===== config.mk =====
export PLATFORM = sky130hd
export DESIGN_NAME = txSequencerTop
export DESIGN_NICKNAME = d
export VERILOG_FILES = /design/src/design/txChanPkg.sv /design/src/design/txCmdPkg.sv /design/src/design/channelPulser.sv /design/src/design/fireControl.sv /design/src/design/instrExecute.sv /design/src/design/instrFetch.sv /design/src/design/txModeControl.sv /design/src/design/txSequencerTop.sv
export SDC_FILE = /design/constraint.sdc
export NUM_CORES = 1
export LEC_CHECK = 0
export ABC_AREA = 1
export BUFFER_PORTS_ARGS = -buffer_cell sky130_fd_sc_hd__buf_2
export CORE_UTILIZATION = 55
export CTS_BUF_LIST = sky130_fd_sc_hd__clkbuf_4 sky130_fd_sc_hd__clkbuf_8
export DETAILED_ROUTE_END_ITERATION = 10
export PLACE_DENSITY_LB_ADDON = 0.25
export SETUP_SLACK_MARGIN = 0.02
export SLEW_MARGIN = 20
export SYNTH_ARGS = -nofsm -noshare
export SYNTH_HDL_FRONTEND = slang
export SYNTH_HIERARCHICAL = 1
export SYNTH_SLANG_ARGS = --single-unit

===== constraint.sdc =====
create_clock -name txCLK -period 6.4 [get_ports txCLK]
set_clock_uncertainty 0.1 [all_clocks]
set_input_delay 0.32 -clock txCLK [delete_from_list [all_inputs] [get_ports txCLK]]
set_output_delay 0.32 -clock txCLK [all_outputs]
set_load 0.005 [all_outputs]

===== src/design/txChanPkg.sv =====
package txChanPkg;

	// per channel delay from the shared fire start, in txCLK cycles
	typedef logic [15:0] phaseDelayT;

	// pulse length, common to all channels of one fire
	typedef logic [8:0] chargeTimeT;

	// shared counter, wide enough for the longest delay plus charge time
	typedef logic [16:0] fireCntT;

	// used when a fire carries no set-charge-time bit
	localparam chargeTimeT DefaultChargeTime = 9'd500;

endpackage


===== src/design/txCmdPkg.sv =====
package txCmdPkg;

	// host control command, one mode per code
	typedef logic [7:0] controlCommT;

	localparam controlCommT HardReset        = 8'h00;
	localparam controlCommT SoftReset        = 8'h01;
	localparam controlCommT LoadProgram      = 8'h02;
	localparam controlCommT SetTrigOutput    = 8'h04;
	localparam controlCommT SetTrigRestLevel = 8'h05;
	localparam controlCommT TestTrigOutput   = 8'h06;
	localparam controlCommT SetLedOutput     = 8'h08;
	localparam controlCommT RunProgram       = 8'h80;

	// bit positions in the one-hot instruction type
	localparam int OpNoOp          = 0;
	localparam int OpSetTrig       = 1;
	localparam int OpSetLeds       = 2;
	localparam int OpTriggerRecv   = 3;
	localparam int OpFire          = 7;
	localparam int OpSetChargeTime = 9; // only used alongside OpFire
	localparam int OpWaitExternal  = 11;
	localparam int OpProgramEnd    = 15;

	typedef logic [15:0] instrTypeT;
	typedef logic [31:0] instrDelayT; // cycles until the next instruction

	// payload meaning depends on the opcode bits
	typedef union packed {
		struct packed {
			logic [6:0] trigVals;
			logic [8:0] unused;
		} trig;
		struct packed {
			logic [6:0] unused;
			logic [8:0] chargeTime;
		} charge;
		struct packed {
			logic [7:0] unused;
			logic [7:0] ledVals;
		} led;
	} instrPayloadU;

	typedef struct packed {
		instrTypeT    instrType; // bits 63:48
		instrPayloadU payload;   // bits 47:32
		instrDelayT   delay;     // bits 31:0
	} instrWordT;

endpackage


===== src/design/channelPulser.sv =====
module channelPulser #(
	parameter int MaxPhaseDelay = 1000
) (
	input  txChanPkg::fireCntT    fireCnt,
	input  logic                  fireRunning,
	input  txChanPkg::phaseDelayT phaseDelay,
	input  txChanPkg::chargeTimeT chargeTime,
	output logic                  pulse,
	output logic                  active,
	output logic                  rangeError
);

	localparam txChanPkg::phaseDelayT DelayLimit = MaxPhaseDelay[15:0];

	txChanPkg::fireCntT windowStart;
	txChanPkg::fireCntT windowEnd;

	// pulse window in shared counter ticks
	assign windowStart = {1'b0, phaseDelay};
	assign windowEnd = windowStart + {8'b0, chargeTime};

	assign active = fireRunning && (fireCnt < windowEnd);
	assign pulse = fireRunning && (fireCnt >= windowStart) && (fireCnt < windowEnd);

	// checked once, on the first counter tick
	assign rangeError = fireRunning && (fireCnt == '0) && (phaseDelay > DelayLimit);

	always_comb
	begin
		if (fireRunning)
		begin
			assert (!pulse || active)
				else $error("pulse outside the active window");
		end
	end

endmodule


===== src/design/fireControl.sv =====
module fireControl #(
	parameter int NumChannels   = 8,
	parameter int MaxPhaseDelay = 1000
) (
	input  logic                                    txCLK,
	input  logic                                    rst,
	input  logic                                    runEnable,
	input  logic                                    clearFault,
	input  logic                                    fireStrobe,
	input  txChanPkg::chargeTimeT                   fireChargeTime,
	input  txChanPkg::phaseDelayT [NumChannels-1:0] phaseDelays,
	input  logic [NumChannels-1:0]                  channelMask,
	output logic [NumChannels-1:0]                  transducerOut,
	output logic [NumChannels-1:0]                  transducerError,
	output logic                                    channelFault
);

	txChanPkg::phaseDelayT [NumChannels-1:0] delayReg; // sampled at fire start
	txChanPkg::chargeTimeT chargeReg;
	txChanPkg::fireCntT fireCnt;
	logic fireRunning;
	logic startFire;
	logic [NumChannels-1:0] pulse;
	logic [NumChannels-1:0] active;
	logic [NumChannels-1:0] rangeError;

	assign channelFault = |transducerError;
	// a fire during a running pulse is dropped
	assign startFire = fireStrobe && runEnable && !fireRunning && !channelFault;

	always_ff @(posedge txCLK)
	begin
		if (startFire)
		begin
			delayReg <= phaseDelays;
			chargeReg <= fireChargeTime;
		end
	end

	always_ff @(posedge txCLK)
	begin
		if (rst)
		begin
			fireRunning <= 1'b0;
			fireCnt <= '0;
			transducerOut <= '0;
			transducerError <= '0;
		end
		else
		begin
			if (clearFault)
				transducerError <= '0;
			else
				transducerError <= transducerError | rangeError; // latched until cleared
			if (startFire)
			begin
				fireRunning <= 1'b1;
				fireCnt <= '0;
			end
			else if (fireRunning)
			begin
				fireCnt <= fireCnt + 1'b1;
				if (!runEnable || (|rangeError) || !(|active))
					fireRunning <= 1'b0;
			end
			if (!runEnable || channelFault || (|rangeError))
				transducerOut <= '0;
			else
				transducerOut <= pulse & channelMask;
		end
	end

	for (genvar i = 0; i < NumChannels; i++)
	begin : gChan
		channelPulser #(
			.MaxPhaseDelay(MaxPhaseDelay)
		) pulser_i (
			.fireCnt    (fireCnt),
			.fireRunning(fireRunning),
			.phaseDelay (delayReg[i]),
			.chargeTime (chargeReg),
			.pulse      (pulse[i]),
			.active     (active[i]),
			.rangeError (rangeError[i])
		);
	end

	// mask applies to the cycle the output was registered from
	assert property (@(posedge txCLK) disable iff (rst)
		(transducerOut & ~$past(channelMask)) == '0)
		else $error("masked channel driven");

endmodule


===== src/design/instrExecute.sv =====
module instrExecute (
	input  logic                   txCLK,
	input  logic                   rst,
	input  logic                   runEnable,
	input  logic                   instrStrobe,
	input  txCmdPkg::instrTypeT    currentType,
	input  txCmdPkg::instrPayloadU currentPayload,
	input  logic                   adcTriggerAck,
	output logic                   trigSetStrobe,
	output logic [6:0]             trigSetValue,
	output logic                   ledSetStrobe,
	output logic [7:0]             ledSetValue,
	output logic                   fireStrobe,
	output txChanPkg::chargeTimeT  fireChargeTime,
	output logic                   adcTriggerLine
);

	always_ff @(posedge txCLK)
	begin
		if (rst)
		begin
			trigSetStrobe <= 1'b0;
			ledSetStrobe <= 1'b0;
			fireStrobe <= 1'b0;
			adcTriggerLine <= 1'b0;
		end
		else
		begin
			trigSetStrobe <= instrStrobe && currentType[txCmdPkg::OpSetTrig];
			ledSetStrobe <= instrStrobe && currentType[txCmdPkg::OpSetLeds];
			fireStrobe <= instrStrobe && currentType[txCmdPkg::OpFire];
			if (!runEnable)
				adcTriggerLine <= 1'b0;
			else if (instrStrobe && currentType[txCmdPkg::OpTriggerRecv])
				adcTriggerLine <= 1'b1;
			else if (adcTriggerLine && adcTriggerAck)
				adcTriggerLine <= 1'b0; // ADC has seen it
		end
	end

	// payload views, picked by opcode downstream
	always_ff @(posedge txCLK)
	begin
		if (instrStrobe)
		begin
			trigSetValue <= currentPayload.trig.trigVals;
			ledSetValue <= currentPayload.led.ledVals;
			if (currentType[txCmdPkg::OpSetChargeTime])
				fireChargeTime <= currentPayload.charge.chargeTime;
			else
				fireChargeTime <= txChanPkg::DefaultChargeTime;
		end
	end

endmodule


===== src/design/instrFetch.sv =====
module instrFetch #(
	parameter int AddrWidth = 13
) (
	input  logic                   txCLK,
	input  logic                   rst,
	input  logic                   runEnable,
	input  logic                   loadEnable,
	input  logic [AddrWidth-1:0]   programStartAddr,
	input  txCmdPkg::instrWordT    instrWord,
	input  logic                   externalTrig,
	output logic [AddrWidth-1:0]   instrReadAddr,
	output logic                   instrStrobe,
	output txCmdPkg::instrTypeT    currentType,
	output txCmdPkg::instrPayloadU currentPayload
);

	localparam txCmdPkg::instrTypeT NoOpType = 16'h1 << txCmdPkg::OpNoOp;

	txCmdPkg::instrDelayT delayCnt; // cycles left before next accept
	logic waitBlocked;
	logic accept;

	// wait-external holds back the instruction after it
	assign waitBlocked = currentType[txCmdPkg::OpWaitExternal] && !externalTrig;
	assign accept = runEnable && (delayCnt == '0) &&
		!currentType[txCmdPkg::OpProgramEnd] && !waitBlocked;

	always_ff @(posedge txCLK)
	begin
		if (rst)
		begin
			instrReadAddr <= '0;
			instrStrobe <= 1'b0;
			delayCnt <= '0;
			currentType <= NoOpType;
		end
		else
		begin
			instrStrobe <= accept;
			if (loadEnable)
			begin
				instrReadAddr <= programStartAddr;
				delayCnt <= '0;
				currentType <= NoOpType;
			end
			else if (runEnable)
			begin
				if (accept)
				begin
					currentType <= instrWord.instrType;
					delayCnt <= instrWord.delay;
					instrReadAddr <= instrReadAddr + 1'b1; // memory answers combinationally
				end
				else if (delayCnt != '0)
					delayCnt <= delayCnt - 1'b1;
			end
			else
			begin
				// parked at zero outside run and load
				instrReadAddr <= '0;
				delayCnt <= '0;
				currentType <= NoOpType;
			end
		end
	end

	always_ff @(posedge txCLK)
	begin
		if (!loadEnable && accept)
			currentPayload <= instrWord.payload;
	end

	// every strobe comes from an accept made while running
	assert property (@(posedge txCLK) disable iff (rst)
		instrStrobe |-> $past(runEnable))
		else $error("instrStrobe without runEnable");

endmodule


===== src/design/txModeControl.sv =====
module txModeControl (
	input  logic                  txCLK,
	input  logic                  rst,
	input  txCmdPkg::controlCommT controlComm,
	input  logic [7:0]            ledReg,
	input  logic [7:0]            trigReg,
	input  logic [7:0]            trigRestLevelReg,
	input  logic                  trigSetStrobe,
	input  logic [6:0]            trigSetValue,
	input  logic                  ledSetStrobe,
	input  logic [7:0]            ledSetValue,
	input  logic                  channelFault,
	output logic                  runEnable,
	output logic                  loadEnable,
	output logic                  clearFault,
	output logic [7:0]            triggerOut,
	output logic [7:0]            ledOut
);

	logic [7:0] trigRestLevel;
	logic runFlag;    // run requested, no fault yet
	logic faultSeen;  // sticky for the rest of this run
	logic dangerFlag; // outputs were under program control last cycle
	logic inRun;
	logic inSetMode;

	assign inRun = (controlComm == txCmdPkg::RunProgram);
	assign inSetMode = (controlComm == txCmdPkg::SetTrigOutput) ||
		(controlComm == txCmdPkg::SetTrigRestLevel) ||
		(controlComm == txCmdPkg::SetLedOutput);

	assign runEnable = runFlag && inRun && !channelFault;
	assign loadEnable = (controlComm == txCmdPkg::LoadProgram);
	assign clearFault = !inRun && !inSetMode; // error latch survives run and set modes

	always_ff @(posedge txCLK)
	begin
		if (rst)
		begin
			trigRestLevel <= '0;
			triggerOut <= '0;
			ledOut <= '0;
			runFlag <= 1'b0;
			faultSeen <= 1'b0;
			dangerFlag <= 1'b0;
		end
		else
		begin
			runFlag <= inRun && !faultSeen && !channelFault;
			faultSeen <= inRun && (faultSeen || channelFault);
			dangerFlag <= runEnable;
			if (dangerFlag && !runEnable)
			begin
				// program stopped or faulted
				triggerOut <= trigRestLevel;
				ledOut <= '0;
			end
			else
			begin
				case (controlComm)
					txCmdPkg::HardReset:
					begin
						trigRestLevel <= '0;
						triggerOut <= '0;
						ledOut <= '0;
					end
					txCmdPkg::SetTrigOutput:
						if (!runFlag) triggerOut <= trigReg;
					txCmdPkg::SetTrigRestLevel:
						if (!runFlag) trigRestLevel <= trigRestLevelReg;
					txCmdPkg::TestTrigOutput:
						if (!runFlag) triggerOut <= trigReg ^ trigRestLevel;
					txCmdPkg::SetLedOutput:
						if (!runFlag) ledOut <= ledReg;
					txCmdPkg::RunProgram:
					begin
						if (runEnable && trigSetStrobe)
							triggerOut <= {1'b0, trigSetValue} ^ trigRestLevel;
						if (runEnable && ledSetStrobe)
							ledOut <= ledSetValue;
					end
					default:
					begin
						triggerOut <= trigRestLevel; // soft reset, load, unknown
						ledOut <= '0;
					end
				endcase
			end
		end
	end

	// a fault keeps the program stopped on the following cycle
	assert property (@(posedge txCLK) disable iff (rst)
		channelFault |=> !runEnable)
		else $error("runEnable high after a channel fault");

endmodule


===== src/design/txSequencerTop.sv =====
module txSequencerTop #(
	parameter int NumChannels   = 8,
	parameter int MaxPhaseDelay = 1000,
	parameter int AddrWidth     = 13
) (
	input  logic                                    txCLK,
	input  logic                                    rst,
	input  txCmdPkg::controlCommT                   controlComm,
	input  logic [AddrWidth-1:0]                    programStartAddr,
	input  txCmdPkg::instrWordT                     instrWord,
	input  txChanPkg::phaseDelayT [NumChannels-1:0] phaseDelays,
	input  logic [NumChannels-1:0]                  channelMask,
	input  logic                                    externalTrig,
	input  logic                                    adcTriggerAck,
	input  logic [7:0]                              ledReg,
	input  logic [7:0]                              trigReg,
	input  logic [7:0]                              trigRestLevelReg,
	output logic [AddrWidth-1:0]                    instrReadAddr,
	output logic [NumChannels-1:0]                  transducerOut,
	output logic [NumChannels-1:0]                  transducerError,
	output logic [7:0]                              triggerOut,
	output logic [7:0]                              ledOut,
	output logic                                    adcTriggerLine
);

	logic runEnable;
	logic loadEnable;
	logic clearFault;
	logic channelFault;

	logic                   instrStrobe;
	txCmdPkg::instrTypeT    currentType;
	txCmdPkg::instrPayloadU currentPayload;

	logic                  trigSetStrobe;
	logic [6:0]            trigSetValue;
	logic                  ledSetStrobe;
	logic [7:0]            ledSetValue;
	logic                  fireStrobe;
	txChanPkg::chargeTimeT fireChargeTime;

	txModeControl modeControl_i (
		.txCLK           (txCLK),
		.rst             (rst),
		.controlComm     (controlComm),
		.ledReg          (ledReg),
		.trigReg         (trigReg),
		.trigRestLevelReg(trigRestLevelReg),
		.trigSetStrobe   (trigSetStrobe),
		.trigSetValue    (trigSetValue),
		.ledSetStrobe    (ledSetStrobe),
		.ledSetValue     (ledSetValue),
		.channelFault    (channelFault),
		.runEnable       (runEnable),
		.loadEnable      (loadEnable),
		.clearFault      (clearFault),
		.triggerOut      (triggerOut),
		.ledOut          (ledOut)
	);

	instrFetch #(
		.AddrWidth(AddrWidth)
	) fetch_i (
		.txCLK           (txCLK),
		.rst             (rst),
		.runEnable       (runEnable),
		.loadEnable      (loadEnable),
		.programStartAddr(programStartAddr),
		.instrWord       (instrWord),
		.externalTrig    (externalTrig),
		.instrReadAddr   (instrReadAddr),
		.instrStrobe     (instrStrobe),
		.currentType     (currentType),
		.currentPayload  (currentPayload)
	);

	instrExecute execute_i (
		.txCLK         (txCLK),
		.rst           (rst),
		.runEnable     (runEnable),
		.instrStrobe   (instrStrobe),
		.currentType   (currentType),
		.currentPayload(currentPayload),
		.adcTriggerAck (adcTriggerAck),
		.trigSetStrobe (trigSetStrobe),
		.trigSetValue  (trigSetValue),
		.ledSetStrobe  (ledSetStrobe),
		.ledSetValue   (ledSetValue),
		.fireStrobe    (fireStrobe),
		.fireChargeTime(fireChargeTime),
		.adcTriggerLine(adcTriggerLine)
	);

	fireControl #(
		.NumChannels  (NumChannels),
		.MaxPhaseDelay(MaxPhaseDelay)
	) fire_i (
		.txCLK          (txCLK),
		.rst            (rst),
		.runEnable      (runEnable),
		.clearFault     (clearFault),
		.fireStrobe     (fireStrobe),
		.fireChargeTime (fireChargeTime),
		.phaseDelays    (phaseDelays),
		.channelMask    (channelMask),
		.transducerOut  (transducerOut),
		.transducerError(transducerError),
		.channelFault   (channelFault)
	);

endmodule


== Word-level counts from Yosys, hierarchy flattened ==
Index checks and enable logic that the tools add are counted.

* Magnitude comparators: 24
* $add $sub $neg: 11
* Reductions and logical operators: 94
* Equality and inequality tests: 14
* Muxes and demuxes: 20
* Bitwise logic cells: 7

{| class="wikitable"
|+ Operators with widths
! cell !! count
|-
| adder 16 x 9 -> 17 bit || 8
|-
| greater-or-equal comparator 17 x 16 -> 1 bit || 8
|-
| less-than comparator 17 bit || 8
|-
| > comparator 16 x 10 -> 1 bit (second input constant) || 8
|-
| 2-to-1 mux 32 bit || 2
|-
| 2-to-1 mux 8 bit || 7
|-
| logical AND 1 bit || 55
|-
| case mux 8 bit (5 select lines) || 1
|-
| 2-to-1 mux 13 bit || 3
|-
| zero test 32 bit || 1
|-
| nonzero test 32 bit || 1
|-
| subtractor 32 x 1 -> 32 bit (second input constant) || 1
|-
| == test 8 x 3 -> 1 bit (second input constant) || 3
|-
| case mux 8 bit (3 select lines) || 1
|-
| OR reduction 8 bit || 3
|-
| adder 17 x 1 -> 17 bit (second input constant) || 1
|-
| zero test 17 bit || 1
|-
| case mux 8 bit (2 select lines) || 1
|-
| adder 13 x 1 -> 13 bit (second input constant) || 1
|-
| != test 3 bit (second input constant) || 4
|-
| OR reduction 2 bit || 6
|-
| zero test 1 bit || 11
|-
| AND 8 bit || 1
|-
| == test 8 x 2 -> 1 bit (second input constant) || 1
|-
| other kinds (15) || 33
|}

* Output and inout bits: 46
* Word-level logic and storage cells: 201
* Input port bits: 249
* Register bits: 304

== Depth between registers and ports, before layout ==
Gate-level depths: netlist of run 1.

* Depth in word-level cells: 9
* Depth in mapped cells: 22

== Modules after synthesis ==
Netlist of run 1, hierarchy kept.

{| class="wikitable"
|+ Modules (own cells, without submodules)
! module !! cells an instance !! area each (um2) !! seq. area each (um2) !! instances
|-
| channelPulser at fire_i.gChan[0].pulser_i ... || 275 || 1599.0 || 0.0 || 4
|-
| channelPulser at fire_i.gChan[2].pulser_i ... || 266 || 1579.0 || 0.0 || 4
|-
| fireControl || 344 || 5609.1 || 4794.6 || 1
|-
| instrFetch || 603 || 4151.5 || 1721.7 || 1
|-
| txModeControl || 334 || 1970.6 || 540.5 || 1
|-
| instrExecute || 59 || 928.4 || 800.8 || 1
|}

== Worst setup path after synthesis of run 1 ==
No wires, ideal clock.

* Kind: reg-to-reg
* Start point: reg fire_i.transducerError[2]
* End point: reg fire_i.chargeReg[0] (enable)
* Required time: 5.811 ns
* Cell stages (with the launch flop): 10
* Clock period less this slack: 4.603 ns
* Arrival time: 4.013 ns
* Path slack: 1.797 ns
* Path through: dfxtp_1 > nor2_1 > nand2_1 > nor2_4 > inv_1 > inv_1 > nand2_1 > nor2_1 > nand3_2 > inv_1

* Longest elaborated chain between the ends: 6

{| class="wikitable"
|+ RTL lines
! what !! line !! text
|-
| from (decl) || fireControl.sv:14 || <nowiki>output logic [NumChannels-1:0] transducerError,</nowiki>
|-
| from (signal assigned) || fireControl.sv:54 || <nowiki>transducerError <= transducerError | rangeError;</nowiki>
|-
| OR reduction 8 bit || fireControl.sv:27 || <nowiki>assign channelFault = |transducerError;</nowiki>
|-
| via channelFault || txSequencerTop.sv:29 || <nowiki>logic channelFault;</nowiki>
|-
| zero test 1 bit || txModeControl.sv:32 || <nowiki>assign runEnable = runFlag && inRun && !channelFault;</nowiki>
|-
| logical AND 1 bit || txModeControl.sv:32 ||
|-
| via runEnable || txSequencerTop.sv:26 || <nowiki>logic runEnable;</nowiki>
|-
| logical AND 1 bit (3 in a row) || fireControl.sv:29 || <nowiki>assign startFire = fireStrobe && runEnable && !fireRunning && !channelFault;</nowiki>
|-
| via fire_i.startFire || fireControl.sv:22 || <nowiki>logic startFire;</nowiki>
|-
| to (signal assigned) || fireControl.sv:36 || <nowiki>chargeReg <= fireChargeTime;</nowiki>
|-
| to (decl) || fireControl.sv:19 || <nowiki>txChanPkg::chargeTimeT chargeReg;</nowiki>
|}

The timed path passes the listed nets, and every way through them passes these cells.
A chain may end at the register's enable or synchronous reset.

== Worst setup path after layout of run 1 ==
* Start point: reg fire_i.transducerError[1]
* End point: reg fetch_i.instrReadAddr[1]

* Longest elaborated chain between the ends: 7
* Elaborated cells on any way between the ends: 9

{| class="wikitable"
|+ RTL lines
! what !! line !! text
|-
| OR reduction 8 bit (*) || fireControl.sv:27 ||
|-
| via channelFault || txSequencerTop.sv:29 ||
|-
| zero test 1 bit (*) || txModeControl.sv:32 ||
|-
| logical AND 1 bit (*) || txModeControl.sv:32 ||
|-
| via runEnable || txSequencerTop.sv:26 ||
|-
| logical AND 1 bit (2 in a row) || instrFetch.sv:25 || <nowiki>assign accept = runEnable && (delayCnt == '0) &&</nowiki>
|-
| logical AND 1 bit || instrFetch.sv:26 || <nowiki>!currentType[txCmdPkg::OpProgramEnd] && !waitBlocked;</nowiki>
|-
| != test 3 bit (no source line) || -- ||
|-
| to (signal assigned) || instrFetch.sv:42 || <nowiki>instrReadAddr <= programStartAddr;</nowiki>
|-
| to (signal assigned) || instrFetch.sv:52 || <nowiki>instrReadAddr <= instrReadAddr + 1'b1;</nowiki>
|-
| to (decl) || instrFetch.sv:11 || <nowiki>output logic [AddrWidth-1:0] instrReadAddr,</nowiki>
|}

The timed path passes the listed nets; every way through them passes the cells marked *.

==> results of run 1 <==
==> power by group <==
part,internal [mW],switching (mW),total (mW)
Sequential,2.01,0.00138,2.01
Clock,1.15,0.860,2.01
Combinational,0.150,0.0830,0.233
Total,3.30,0.945,4.25
==> layer usage <==
metal	GRT usage (%)	vias to the layer above
met5	0	-
met4	13.0	0
met3	5.79	178
met2	54.3	964
met1	40.2	11278
li1	-	12524
==> worst max-delay path by stage <==
stage,startpoint,endpoint,slack [ns],cells past startpoint
3_3_place_gp,fire_i/transducerError[1],fetch_i/instrReadAddr[1],2.50,14
2_1_floorplan,fire_i/transducerError[2],fire_i/chargeReg[0],1.80,9
3_5_place_dp,fire_i/chargeReg[1],fire_i/fireRunning,2.44,19
6_report,fire_i/transducerError[1],fetch_i/instrReadAddr[1],2.38,14
5_1_grt,fire_i/transducerError[4],fetch_i/instrReadAddr[1],2.12,14
4_1_cts,fire_i/chargeReg[1],fire_i/fireRunning,2.42,19
==> critical path, delay by kind of cell (launching register included) <==
family                 cells  cell delay (ns)
flip-flops                 1             0.32
AND/OR/NAND/NOR           10             2.91
buffers and inverters      4             0.56
==> what timing repair did <==
| action | CTS | global route |
|---|---|---|
| hold buffers | 221 | 0 |
| endpoints found under the setup margin | 0 | 0 |
| hold endpoints to repair | 225 | 0 |
| setup buffers | 0 | 0 |
==> sequential cells by signal, indices dropped and copies added (netlist names), 9 cells and up <==
signal / count
fetch_i/instrReadAddr: 13
fire_i/delayReg: 128
fetch_i/currentPayload: 16
fire_i/fireCnt: 17
fire_i/chargeReg: 9
fetch_i/delayCnt: 32
execute_i/fireChargeTime: 9
==> area by class of cell <==
type / count / area share, %
tap: 592 / 2.42
clock inverter: 27 / 1.10
sequential: 295 / 25.1
timing repair buffer: 529 / 12.5
antenna: 3 / 0.0245
multi-input combinational: 2686 / 50.6
clock buffer: 66 / 2.72
inverter: 459 / 5.65
==> through the flow <==
stage | util, % | worst slack (ns) | power [mW] | hold WS, ns | cell area [um^2]
2_1_floorplan | - | 1.80 | 2.08 | 0.289 | 25100
3_3_place_gp | 61.1 | 2.50 | 2.16 | 0.301 | 27200
3_5_place_dp | 61.1 | 2.44 | 2.17 | 0.305 | 27200
4_1_cts | 68.7 | 2.42 | 4.26 | 0.00139 | 30600
5_1_grt | 68.7 | 2.12 | 4.38 | 0.0800 | 30600
6_report | 68.7 | 2.38 | 4.25 | 0.0602 | 30600
==> results_dict.tcl, run 1 <==
set metrics [dict create \
    status "complete, no violations" \
    cp.arrival_ns 4.47 \
    cellPowerDensity_nw_per_um2 139 \
    finalHoldViolCount 0 \
    hold_depth 7 \
    first_iter_violations 1649 \
    drt-total-wl_mm 75.2 \
    min-delay-start "trigReg[2]" \
    num_vias 24944 \
    cts.sinks 295 \
    reg2reg_from "fire_i/transducerError[1]" \
    grtUsageTotal_pct 32.1 \
    ir_drop_mv 0.253 \
    fin_crit_sh_pct 62.9 \
    final-seq-area_um2 7680 \
    worst_path_most_repeated_cell "nor2_1" \
    max_freq_mhz 248 \
    grt_pass1_wl_mm 119 \
    slew_violations 0 \
    worst_pin_slew_ns 1.10 \
    worstHoldPathType "in -> reg" \
    die_h_um 216 \
    gp_congestion 0.957 \
    max_stage_delay_ns 0.76 \
    synth.avg_cell_area_um2 7.23 \
    avgViaCountPerCell 5.36 \
    dr.pass1.iters 8 \
    syn_to_final_growth_pct 22.2 \
    coreArea_um2 44600 \
    cts_tree "built" \
    clk_pin_slew_ns 0.07 \
    crit_path_cell_trace "nor2_1, nand2_1, nor2_4, inv_1, inv_1, nand2_1, nor2_1, inv_1, nor3_4, nand3_4, nand2_2, inv_2, nor2_1, nor2_1" \
    cts-root-buf "clkbuf_8" \
    start_util_pct 56.2 \
    critPathCaptureType "flip-flop" \
    ant_nets 0 \
    grt_pass1_vias 23820 \
    wl_met3_mm 6.14 \
    r2r-end "fetch_i/instrReadAddr[1]" \
    rsz0062_at_grt "no" \
    wl_per_cell_um 16.1 \
    io_pins 295 \
    cp_slowest_cell "nor3_4" \
    dp.cells 4339 \
    fin_cells 4657 \
    gr-total-overflow 0 \
    power.leakage_nw 15.3 \
    die-area_um2 46500 \
    drive_above_1_share_pct 14.3 \
    tns_ns 0 \
    finalSetupViolCount 0 \
    grt_start_max_net_pins 101 \
    ff2ff_path_depth 14 \
    route.detailed.drc 0 \
    portBuffers 285 \
    nNetsFinal 4609 \
    syn_area_um2 25100 \
    antenna_found_initial 3 \
    holdPathEnd "modeControl_i/triggerOut[2]" \
    synthCells 3468 \
    fin_crit_ns 4.02 \
    reg2reg_setup_slack_ns 2.38 \
    mostFrequentLayoutCells "nand2_1, nor2_1, inv_1" \
    slew_headroom_pct 26.8 \
    cp.required_ns 6.85 \
    maxCapViolCount 0 \
    yosysWarnings 6 \
    htree_levels 2 \
    wl_met2_mm 34.6 \
    dp_hpwl_mm 52.7 \
    die_w_um 216 \
    cts_resized 0 \
    cts_buffers 50 \
    fill_cells 3697 \
    insertion_delay_ns 0.67 \
    layout_commonest_cell "nand2_1" \
    met1Wirelength_mm 31.5 \
    startpoint_type "flip-flop" \
    cts_max_path_buffers 3 \
    multi_input_comb_area_um2 15500 \
    crit_fanout 32 \
    crit_type "reg -> reg" \
    top_layer_used "met4" \
    syn_nets 4056 \
    fp-row-count 77 \
]
Power figures use the tool's default switching activity.
==> run 2: changes to the inputs <==
ABC_AREA = 0   (was 1)
clock period = 3.25 ns   (was 6.4 ns; I/O delays follow)
==> run 2 against run 1 <==
Against the previous run:
- the run now ends with negative setup slack left
- setup slack lost 3.1 ns
- die area down 9.8%
- fmax is 0.27% higher
- final area increased by 2.4%
- wire length is 5.7% higher
- register-to-register slack lost 3.1 ns
==> results_dict.tcl, run 2 <==
set metrics [dict create \
    status "finished, violations left" \
    rsz0062_at_grt "yes" \
    fin_cells 3789 \
    coreArea_um2 40100 \
    insertion_delay_ns 0.65 \
    p_sw_mw 1.85 \
    largest-register "fire_i/delayReg" \
    die_h_um 205 \
    antenna_found_initial 3 \
    avgViaCountPerCell 6.18 \
    num_vias 23414 \
    route.detailed.drc 0 \
    cp_slowest_cell "or4_4" \
    combPwrFrac_pct 5.4 \
    syn_nets 2923 \
    cts_buffers 51 \
    worstHoldPathType "in -> reg" \
    grt_pass1_wl_mm 124 \
    finalPower_mw 8.42 \
    ff2ff_path_depth 18 \
    drt-total-wl_mm 79.5 \
    max_freq_mhz 249 \
    max_stage_delay_ns 0.49 \
    die-area_um2 41900 \
    grtUsageTotal_pct 37.4 \
    slew_headroom_pct 36.5 \
    grt_start_max_net_pins 54 \
    p_clk_share_pct 47.7 \
    violations "negative setup slack" \
    wl_per_cell_um 21.0 \
    drive_above_1_share_pct 27.7 \
    first_iter_violations 1748 \
    hold_depth 4 \
    mostFrequentLayoutCells "buf_4, ha_1, buf_2" \
    final-seq-area_um2 7680 \
    nNetsFinal 3807 \
    ir_drop_mv 0.378 \
    worst_path_most_repeated_cell "buf_4" \
    cts-root-buf "clkbuf_8" \
    crit_type "reg -> reg" \
    p_seq_share_pct 46.9 \
    crit_fanout 6 \
    clk_pin_slew_ns 0.07 \
    swShare_pct 22.0 \
    dp.cells 3444 \
    portBuffers 285 \
    dp_hpwl_mm 54.2 \
    yosysWarnings 6 \
    place_ws_ns -0.864 \
    fin_crit_ns 4.01 \
    p_int_mw 6.58 \
    fin_crit_sh_pct 123 \
    gr-total-overflow 0 \
    synth.avg_cell_area_um2 9.68 \
    htree_levels 2 \
    cp.required_ns 3.66 \
    grt_pass1_vias 23978 \
    syn_to_final_growth_pct 38.9 \
    gp_congestion 0.965 \
    maxCapViolCount 0 \
    setup_ws_ns -0.764 \
    crit_path_cell_trace "buf_6, buf_4, ha_1, a211oi_2, buf_4, o21ba_2, o21a_4, o311a_4, ha_4, nand3_1, a21oi_1, a211oi_4, o31ai_4, a21oi_2, or4_4, o21ai_2, o21ai_1, nor2b_1" \
    critPathCaptureType "flip-flop" \
    layout_commonest_cell "buf_4" \
    reg_top3 "fire_i/delayReg (128), fetch_i/delayCnt (32), fire_i/fireCnt (17)" \
    cts_max_path_buffers 3 \
    largest_reg_flops 128 \
    cts_tree "built" \
    power.leakage_nw 14.2 \
    hold_ws_ns 0.0583 \
    synthCells 2335 \
    worst_pin_slew_ns 0.947 \
    cp.arrival_ns 4.42 \
    cts.sinks 295 \
    io_pins 295 \
    cellPowerDensity_nw_per_um2 269 \
    multi_input_comb_area_um2 14600 \
    syn_area_um2 22600 \
    fp-row-count 73 \
    fill_cells 2563 \
    fin_util_pct 78.2 \
    start_util_pct 56.3 \
    finalSetupViolCount 9 \
    finalHoldViolCount 0 \
    dr.pass1.iters 6 \
    slew_violations 0 \
    die_w_um 205 \
    ant_nets 0 \
    startpoint_type "flip-flop" \
]
run 2: metrics by stage:
step	instance area [um^2]	TNS, ns
detailed placement	27400	-4.35
CTS	31200	-3.50
global route	31400	-5.04
floorplan	22800	-53.82
global placement	27400	-3.66
finish	31400	-3.68
run 2: power by group through the flow:
| stage | registers (mW) | logic, mW | clock network, mW |
|---|---|---|---|
| after floorplan | 4.03 | 0.0415 | 0 |
| after global placement | 4.03 | 0.203 | 0 |
| after detailed placement | 4.03 | 0.209 | 0 |
| after CTS | 3.95 | 0.426 | 4.04 |
| after global routing | 3.95 | 0.476 | 4.21 |
| final | 3.95 | 0.453 | 4.02 |
run 2: worst paths after layout:
| check | from | endpoint | slack (ns) |
|---|---|---|---|
| max | fire_i/chargeReg[1] | fire_i/fireRunning | -0.76 |
| min | instrWord[31] | fetch_i/delayCnt[31] | 0.06 |
| max reg2reg | fire_i/chargeReg[1] | fire_i/fireRunning | -0.76 |
| min reg2reg | execute_i/fireChargeTime[4] | fire_i/chargeReg[4] | 0.32 |
run 2: area by class of cell:
cell class                 instances  share of cell area, %
timing repair buffer             883                   21.3
antenna                            3                 0.0239
multi-input combinational       1829                   46.4
clock buffer                      69                   2.79
tap                              525                   2.09
clock inverter                    26                   1.02
sequential                       295                   24.5
inverter                         159                   1.91
run 2: repair_timing:
item                                   CTS  global route
buffers inserted                        10             4
hold buffers                           234             0
resized for setup                       40            19
endpoints found under the hold margin  233             0
pin swaps                               44            19
setup endpoints to repair                9            10
cloned                                   0             0
run 2: critical path, delay by kind of cell, from the launching register on:
family	cells	cell delay [ns]
AOI/OAI and AO/OA	10	1.62
and+or+nand+nor	3	0.72
adders and majority gates	2	0.59
buffers and inverters	3	0.46
DFF	1	0.42
run 2: per-layer routing:
| layer | global-route usage, % | wire length [um] | up-vias |
|---|---|---|---|
| li1 | - | - | 10822 |
| met1 | 44.2 | 30500 | 11013 |
| met2 | 64.5 | 38000 | 1242 |
| met3 | 6.36 | 6410 | 337 |
| met4 | 20.1 | 4610 | 0 |
| met5 | 0 | 0 | - |
